$ cat src/hw/lcd_pkg.sv
package lcd_pkg;

	// one display write as it sits in the queue
	typedef struct packed {
		logic       rs;   // 0 command, 1 data
		logic [7:0] data;
	} lcd_cmd_t;

	// apb register byte offsets
	localparam logic [3:0] addr_cfg    = 4'h0;
	localparam logic [3:0] addr_ctrl   = 4'h4;
	localparam logic [3:0] addr_txdata = 4'h8;
	localparam logic [3:0] addr_status = 4'hC;

	// cfg word bit positions, msb first
	localparam int cfg_n  = 6; // two lines
	localparam int cfg_f  = 5; // 5x10 font
	localparam int cfg_d  = 4; // display on
	localparam int cfg_c  = 3; // cursor on
	localparam int cfg_b  = 2; // blink on
	localparam int cfg_id = 1; // increment
	localparam int cfg_s  = 0; // shift

	// delays in microseconds, scaled by CLK_PER_US in the controller
	localparam shortint unsigned t_powerup   = 16'd500;
	localparam shortint unsigned t_cmd_gap   = 16'd50;
	localparam shortint unsigned t_clear_gap = 16'd200;
	localparam shortint unsigned t_entry_gap = 16'd100;
	localparam shortint unsigned t_cmd_e     = 16'd10;  // init enable width
	localparam shortint unsigned t_wr_total  = 16'd50;  // full write frame
	localparam shortint unsigned t_wr_setup  = 16'd1;   // rs/data setup before e
	localparam shortint unsigned t_wr_e_end  = 16'd14;  // e falls here

endpackage

$ cat src/hw/lcd_cmd_if.sv
interface lcd_cmd_if;

	logic       valid;
	logic       ready;
	logic       rs;   // register select
	logic [7:0] data;

	modport source (
		output valid,
		output rs,
		output data,
		input  ready
	);

	modport sink (
		input  valid,
		input  rs,
		input  data,
		output ready
	);

endinterface

$ cat src/hw/lcd_regs.sv
module lcd_regs #(
	parameter int FIFO_DEPTH = 4
) (
	input  logic                        clk,
	input  logic                        rst_n,
	input  logic                        psel,
	input  logic                        penable,
	input  logic                        pwrite,
	input  logic [3:0]                  paddr,
	input  logic [31:0]                 pwdata,
	output logic [31:0]                 prdata,
	output logic                        pready,
	output logic                        pslverr,
	lcd_cmd_if.source                   cmd,
	output logic [6:0]                  cfg,
	output logic                        start,
	input  logic                        init_done,
	input  logic                        busy,
	input  logic [$clog2(FIFO_DEPTH):0] level
);

	localparam int lw = $clog2(FIFO_DEPTH) + 1;
	localparam logic [6:0] cfg_reset = 7'h38; // one line 5x10 font with display and cursor on

	logic        access;
	logic        wr_access;
	logic        mapped;
	logic        full;
	logic        tx_valid;
	logic        tx_rs;
	logic [7:0]  tx_data;
	logic [31:0] status;

	assign access    = psel && penable;   // apb access phase
	assign wr_access = access && pwrite;
	assign full      = (level == lw'(FIFO_DEPTH));
	assign pready    = 1'b1;              // no wait states

	always_comb begin
		case (paddr)
			lcd_pkg::addr_cfg,
			lcd_pkg::addr_ctrl,
			lcd_pkg::addr_txdata,
			lcd_pkg::addr_status: mapped = 1'b1;
			default:              mapped = 1'b0;
		endcase
	end

	// a txdata write into a full queue is dropped and flagged
	assign pslverr = access &&
		(!mapped || (pwrite && paddr == lcd_pkg::addr_txdata && !cmd.ready));

	always_comb begin
		status          = '0;
		status[0]       = init_done;
		status[1]       = busy;
		status[2]       = full;
		status[8 +: lw] = level;      // occupancy
	end

	always_comb begin
		case (paddr)
			lcd_pkg::addr_cfg:    prdata = {25'd0, cfg};
			lcd_pkg::addr_status: prdata = status;
			default:              prdata = '0; // ctrl and txdata are write only
		endcase
	end

	always_ff @(posedge clk or negedge rst_n) begin
		if (!rst_n) begin
			cfg      <= cfg_reset;
			start    <= 1'b0;
			tx_valid <= 1'b0;
		end else begin
			start    <= wr_access && paddr == lcd_pkg::addr_ctrl && pwdata[0];
			tx_valid <= wr_access && paddr == lcd_pkg::addr_txdata && cmd.ready;
			if (wr_access && paddr == lcd_pkg::addr_cfg) begin
				cfg <= pwdata[6:0];
			end
		end
	end

	// the byte lands in the queue on the cycle after the access phase
	always_ff @(posedge clk) begin
		if (wr_access && paddr == lcd_pkg::addr_txdata) begin
			tx_rs   <= pwdata[8];
			tx_data <= pwdata[7:0];
		end
	end

	assign cmd.valid = tx_valid;
	assign cmd.rs    = tx_rs;
	assign cmd.data  = tx_data;

endmodule

$ cat src/hw/lcd_cmd_fifo.sv
module lcd_cmd_fifo #(
	parameter int FIFO_DEPTH = 4
) (
	input  logic                        clk,
	input  logic                        rst_n,
	lcd_cmd_if.sink                     wr,
	lcd_cmd_if.source                   rd,
	output logic [$clog2(FIFO_DEPTH):0] level
);

	localparam int aw = $clog2(FIFO_DEPTH);
	localparam int lw = aw + 1;

	lcd_pkg::lcd_cmd_t mem [FIFO_DEPTH];
	logic [aw-1:0]     wp;
	logic [aw-1:0]     rp;
	logic [lw-1:0]     count;
	logic              push;
	logic              pop;

	assign wr.ready = (count != lw'(FIFO_DEPTH)); // not full
	assign rd.valid = (count != '0);              // not empty
	assign push     = wr.valid && wr.ready;
	assign pop      = rd.valid && rd.ready;

	assign rd.rs   = mem[rp].rs;
	assign rd.data = mem[rp].data;
	assign level   = count;

	always_ff @(posedge clk) begin
		if (push) begin
			mem[wp] <= '{rs: wr.rs, data: wr.data};
		end
	end

	// pointers wrap on their own since depth is a power of two
	always_ff @(posedge clk or negedge rst_n) begin
		if (!rst_n) begin
			wp    <= '0;
			rp    <= '0;
			count <= '0;
		end else begin
			if (push) begin
				wp <= wp + 1'b1;
			end
			if (pop) begin
				rp <= rp + 1'b1;
			end
			if (push && !pop) begin
				count <= count + 1'b1;
			end else if (pop && !push) begin
				count <= count - 1'b1;
			end
		end
	end

endmodule

$ cat src/hw/lcd_ctrl.sv
module lcd_ctrl #(
	parameter int CLK_PER_US = 20
) (
	input  logic       clk,
	input  logic       rst_n,
	lcd_cmd_if.sink    cmd,
	input  logic [6:0] cfg,
	input  logic       start,
	output logic       init_done,
	output logic       busy,
	output logic       e,
	output logic       rs,
	output logic [7:0] lcd_data
);

	// delays in clock cycles
	localparam int n_powerup   = int'(lcd_pkg::t_powerup) * CLK_PER_US;
	localparam int n_cmd_gap   = int'(lcd_pkg::t_cmd_gap) * CLK_PER_US;
	localparam int n_clear_gap = int'(lcd_pkg::t_clear_gap) * CLK_PER_US;
	localparam int n_entry_gap = int'(lcd_pkg::t_entry_gap) * CLK_PER_US;
	localparam int n_cmd_e     = int'(lcd_pkg::t_cmd_e) * CLK_PER_US;
	localparam int n_wr_total  = int'(lcd_pkg::t_wr_total) * CLK_PER_US;
	localparam int n_wr_setup  = int'(lcd_pkg::t_wr_setup) * CLK_PER_US;
	localparam int n_wr_e_end  = int'(lcd_pkg::t_wr_e_end) * CLK_PER_US;

	// power-up is the longest interval the counter must reach
	localparam int cw = $clog2(n_powerup + 1);

	typedef enum logic [1:0] {
		st_idle,
		st_powerup,
		st_init,
		st_write
	} state_t;

	state_t            state;
	logic [cw-1:0]     cnt;        // cycles within the current interval
	logic [1:0]        step;       // init command index
	logic [cw-1:0]     slot_last;  // last cycle of an init command slot
	logic [7:0]        init_byte;
	lcd_pkg::lcd_cmd_t wr_cmd;
	logic              pop;

	// no pop while starting, or the byte would be lost
	assign cmd.ready = init_done && state == st_idle && !start;
	assign pop       = cmd.valid && cmd.ready;
	assign busy      = (state != st_idle);

	always_comb begin
		case (step)
			2'd2:    slot_last = cw'(n_cmd_e + n_clear_gap - 1); // clear is slow
			2'd3:    slot_last = cw'(n_cmd_e + n_entry_gap - 1);
			default: slot_last = cw'(n_cmd_e + n_cmd_gap - 1);
		endcase
	end

	always_comb begin
		case (step)
			2'd0: init_byte = {4'b0011, cfg[lcd_pkg::cfg_n], cfg[lcd_pkg::cfg_f], 2'b00};
			2'd1: init_byte = {5'b00001, cfg[lcd_pkg::cfg_d], cfg[lcd_pkg::cfg_c],
				cfg[lcd_pkg::cfg_b]};
			2'd2: init_byte = 8'h01; // clear display
			default: init_byte = {6'b000001, cfg[lcd_pkg::cfg_id], cfg[lcd_pkg::cfg_s]};
		endcase
	end

	always_ff @(posedge clk or negedge rst_n) begin
		if (!rst_n) begin
			state     <= st_idle;
			cnt       <= '0;
			step      <= '0;
			init_done <= 1'b0;
		end else begin
			case (state)
				st_idle: begin
					cnt <= '0;
					if (start) begin
						state <= st_powerup;
					end else if (pop) begin
						state <= st_write;
					end
				end
				st_powerup: begin
					if (cnt == cw'(n_powerup - 1)) begin
						cnt   <= '0;
						step  <= '0;
						state <= st_init;
					end else begin
						cnt <= cnt + 1'b1;
					end
				end
				st_init: begin
					if (cnt == slot_last) begin
						cnt <= '0;
						if (step == 2'd3) begin // entry mode was the last one
							init_done <= 1'b1;
							state     <= st_idle;
						end else begin
							step <= step + 1'b1;
						end
					end else begin
						cnt <= cnt + 1'b1;
					end
				end
				st_write: begin
					if (cnt == cw'(n_wr_total - 1)) begin
						cnt   <= '0;
						state <= st_idle;
					end else begin
						cnt <= cnt + 1'b1;
					end
				end
				default: state <= st_idle;
			endcase
		end
	end

	always_ff @(posedge clk) begin
		if (pop) begin
			wr_cmd <= '{rs: cmd.rs, data: cmd.data};
		end
	end

	// pins decode from registered state, bus held for the whole slot
	always_comb begin
		e        = 1'b0;
		rs       = 1'b0;
		lcd_data = '0;
		case (state)
			st_init: begin
				e        = (cnt < cw'(n_cmd_e));
				lcd_data = init_byte;
			end
			st_write: begin
				e        = (cnt >= cw'(n_wr_setup)) && (cnt < cw'(n_wr_e_end));
				rs       = wr_cmd.rs;
				lcd_data = wr_cmd.data;
			end
			default: ;
		endcase
	end

endmodule

$ cat src/hw/lcd_top.sv
module lcd_top #(
	parameter int CLK_PER_US = 20,
	parameter int FIFO_DEPTH = 4
) (
	input  logic        clk,
	input  logic        rst_n,
	input  logic        psel,
	input  logic        penable,
	input  logic        pwrite,
	input  logic [3:0]  paddr,
	input  logic [31:0] pwdata,
	output logic [31:0] prdata,
	output logic        pready,
	output logic        pslverr,
	output logic        e,
	output logic        rs,
	output logic [7:0]  lcd_data,
	output logic        busy,
	output logic        init_done
);

	logic [6:0]                  cfg;
	logic                        start;
	logic [$clog2(FIFO_DEPTH):0] level;

	lcd_cmd_if cmd_in ();  // registers to queue
	lcd_cmd_if cmd_out (); // queue to controller

	lcd_regs #(
		.FIFO_DEPTH (FIFO_DEPTH)
	) i_regs (
		.clk       (clk),
		.rst_n     (rst_n),
		.psel      (psel),
		.penable   (penable),
		.pwrite    (pwrite),
		.paddr     (paddr),
		.pwdata    (pwdata),
		.prdata    (prdata),
		.pready    (pready),
		.pslverr   (pslverr),
		.cmd       (cmd_in.source),
		.cfg       (cfg),
		.start     (start),
		.init_done (init_done),
		.busy      (busy),
		.level     (level)
	);

	lcd_cmd_fifo #(
		.FIFO_DEPTH (FIFO_DEPTH)
	) i_fifo (
		.clk   (clk),
		.rst_n (rst_n),
		.wr    (cmd_in.sink),
		.rd    (cmd_out.source),
		.level (level)
	);

	lcd_ctrl #(
		.CLK_PER_US (CLK_PER_US)
	) i_ctrl (
		.clk       (clk),
		.rst_n     (rst_n),
		.cmd       (cmd_out.sink),
		.cfg       (cfg),
		.start     (start),
		.init_done (init_done),
		.busy      (busy),
		.e         (e),
		.rs        (rs),
		.lcd_data  (lcd_data)
	);

endmodule

$ cat config.mk
export PLATFORM = sky130hd
export DESIGN_NAME = lcd_top
export DESIGN_NICKNAME = d
export VERILOG_FILES = /design/src/hw/lcd_pkg.sv /design/src/hw/lcd_cmd_if.sv /design/src/hw/lcd_regs.sv /design/src/hw/lcd_cmd_fifo.sv /design/src/hw/lcd_ctrl.sv /design/src/hw/lcd_top.sv
export SDC_FILE = /design/constraint.sdc
export NUM_CORES = 1
export LEC_CHECK = 0
export BUFFER_PORTS_ARGS = -buffer_cell sky130_fd_sc_hd__clkbuf_2
export CAP_MARGIN = 40
export CORE_MARGIN = 2
export CORE_UTILIZATION = 40
export CTS_CLUSTER_SIZE = 40
export DETAILED_ROUTE_END_ITERATION = 10
export PLACE_DENSITY = 0.66
export SYNTH_ARGS = -nofsm -noshare
export SYNTH_HDL_FRONTEND = slang
export SYNTH_SLANG_ARGS = --single-unit
$ cat constraint.sdc
create_clock -name clk -period 5.01 [get_ports clk]
set_input_delay 1.002 -clock clk [delete_from_list [all_inputs] [get_ports clk]]
set_output_delay 1.002 -clock clk [all_outputs]
set_load 0.005 [all_outputs]
==> flow_metrics.tcl <==
set metrics [dict create \
    outcome "finished, final reports clean" \
    diodes 0 \
    fmax_mhz 296 \
    rsz0062_at_grt "false" \
    grt_pass1_vias 2558 \
    cts_inserted_buffers 9 \
    slew_violations 0 \
    finalNonFillerCells 510 \
    rows 37 \
    cts.clk_slew.worst_paths_ps 100 \
    period_needed_ps 3380 \
    worstSetupEndpointType "output pin" \
    cts_num_sinks 89 \
    vias 2627 \
    hold_start "i_regs.cmd.data[6]$_DFFE_PP_" \
    die_x_um 107 \
    clock_latency_ps 360 \
    die_area_sq_um 11500 \
    drive_above_1_share_pct 22.7 \
    initial_core_util_pct 41.3 \
    final_util_pct 45.5 \
    p_leak_nw 1.94 \
    worst-slew-pin-transition_ps 719 \
    start_kind "register" \
    holdCritPathClass "reg2reg" \
    critPathKind "reg2out" \
    grt_max_degree 26 \
    overflow 0 \
    die_y_um 107 \
    clock_path_buffers 2 \
    core_area_sq_um 10400 \
    ant_nets 0 \
    setup-violations-final 0 \
    ys_warn_count 0 \
    worst_r2r_startpoint "i_ctrl.state[0]$_DFFE_PN0P_" \
    yosysTopAreaCellShare_pct 37.9 \
    numPortBuffers 40 \
    final_cell_mix "edfxtp_1, clkbuf_2, dfrtp_1, nor2_1" \
    syn_area_sq_um 4280 \
    synth_cell_types 61 \
    required_ps 4010 \
    dpl.hpwl_mm 5.76 \
    crit_start "i_ctrl.state[1]$_DFFE_PN0P_" \
    fin_tns_setup_ps 0 \
    p_per_area_nw_per_um2 305 \
    multi_input_area_sq_um 1560 \
    synth_enable_flop_cells 54 \
    grt_use_total_pct 15.3 \
    avgSynthCellArea_sq_um 12.9 \
    via_per_inst 5.15 \
    cts_setup_buffers 0 \
    cts_tree "done" \
    gp_congestion 0.823 \
    grt_antenna_before_repair 0 \
    holdBufCountCts 0 \
    path_buf_inv 2 \
    drt_wl_total_mm 8.21 \
    yosys-top-cells-area "edfxtp_1, dfrtp_1, mux4_2" \
    grt_pass1_wl_mm 13.1 \
    async_reset_ff_share_pct 39.3 \
    final-hold-violation-count 0 \
    cts_resized 0 \
    maxCapViolations 0 \
    relSlewSlack_pct 52.1 \
    fin_skew_ps 10.4 \
    dp.cells 494 \
    register_area_sq_um 2500 \
    cp_max_fo 10 \
    avgRoutedWirePerCell_um 16.1 \
    crit_path_cell_trace "clkinv_1 -> a2111oi_0 -> clkbuf_2" \
    cpPeakStageDelay_ps 730 \
    nFillCells 938 \
    period_share_pct 67.4 \
    ys_seq_area_share_pct 58.5 \
    synthToLayoutAreaGrowth_pct 10.3 \
    crit_slowest_cell "a2111oi_0" \
    synthFlopType "edfxtp_1" \
    synth-seq-cells 89 \
    ios 87 \
    first_iter_violations 169 \
    total_power_mw 1.44 \
    final_common_cell "edfxtp_1" \
    nets 423 \
    drtPass1Iterations 4 \
    syn-instance-count 332 \
    critPathArrivalTime_ps 2380 \
    synth_top_area_cell "edfxtp_1" \
    critical-path-top-delay-family "compound AO/OA/AOI/OAI gates" \
    root_buffer "clkbuf_8" \
    vdd_drop_max_mv 0.172 \
    drc_errors 0 \
    htree_levels 3 \
]
where the power goes:
| group | switching, mW | leakage [nW] | internal (mW) |
|---|---|---|---|
| registers | 0.0294 | 0.955 | 0.796 |
| logic | 0.0531 | 0.878 | 0.0393 |
| clock network | 0.275 | 0.109 | 0.244 |
synthesized netlist by cell type (3+ instances only):
cell type and number:
nand3_1 8, nand4_1 3, nor2b_1 3, a21oi_1 6, ha_1 12, a22o_1 3, dfrtp_1 32, edfxtp_1 54
mux2_2 9, xor2_1 8, nor3_1 7, xnor2_1 9, buf_6 3, buf_4 23, nor2_1 27, o21ai_0 4
and3_1 12, nand2_1 23, clkbuf_1 7, mux4_2 9, dfstp_2 3, or3_1 3, and2_1 9, inv_1 10
path summary, 6_finish.rpt:
| check | endpoint | slack (ps) | depth (start not counted) |
|---|---|---|---|
| min in group asynchronous | i_ctrl.cnt[8]$_DFF_PN0_ | 520 | 1 |
| setup / recovery | e | 1630 | 3 |
| setup reg to reg | i_fifo.level[2]$_DFFE_PN0P_ | 2140 | 9 |
| hold reg to reg | i_fifo.mem[0][6]$_DFFE_PP_ | 500 | 0 |
| hold / removal | i_fifo.mem[0][6]$_DFFE_PP_ | 500 | 0 |
| max in group asynchronous | i_regs.cfg[0]$_DFFE_PN0P_ | 4050 | 2 |
logic make-up after synthesis:
group	after synthesis	share of synthesized area [%]
compound gates	35	6.23
xor+xnor	17	3.48
fa+ha+maj	13	3.98
buf+inv	48	6.82
flops	89	58.5
mux	19	7.34
other cells	2	0.176
simple gates	109	13.5
per-layer routing:
| metal | vias up | part of all wire, % | track usage [%] |
|---|---|---|---|
| met5 | - | 0 | 0 |
| met4 | 0 | 2.0 | 6.50 |
| met3 | 13 | 4.2 | 3.15 |
| met2 | 82 | 50 | 25.8 |
| met1 | 1294 | 44 | 19.2 |
| li1 | 1238 | - | - |
area by class of cell:
| class | count | share of cell area (%) |
|---|---|---|
| Sequential cell | 89 | 53.0 |
| Multi-Input combinational cell | 216 | 33.2 |
| Clock buffer | 9 | 2.63 |
| Inverter | 12 | 0.955 |
| Clock inverter | 7 | 1.96 |
| Timing Repair Buffer | 41 | 4.67 |
| Tap cell | 136 | 3.61 |
sequential cells by signal, summed over array words and instances (netlist names):
name	flops
i_regs.cmd.data	8
i_regs.cfg	7
i_fifo.mem	36
i_fifo.rp	2
i_ctrl.wr_cmd	9
i_regs.cmd.valid	1
i_fifo.wp	2
i_fifo.level	3
i_ctrl.cnt	14
i_regs.start	1
i_ctrl.init_done	1
i_regs.cmd.rs	1
i_ctrl.step	2
i_ctrl.state	2
worst reg2reg max path, delay by kind of cell (launching register included):
family	cells	cell delay [ps]
and+or+nand+nor	3	620
DFF	1	770
adders and majority gates	2	580
buffers and inverters	2	520
xor gates and xnor gates	2	320
stage by stage:
step	hold slack (ps)	instance area (sq um)	worst slack [ps]
final	495	4720	1630
after global routing	518	4720	1480
after CTS	497	4720	1630
after detailed placement	488	4500	1670
after global placement	470	4480	1660
after floorplan	459	4360	2170
No activity file was read; power rests on OpenSTA's default activity.
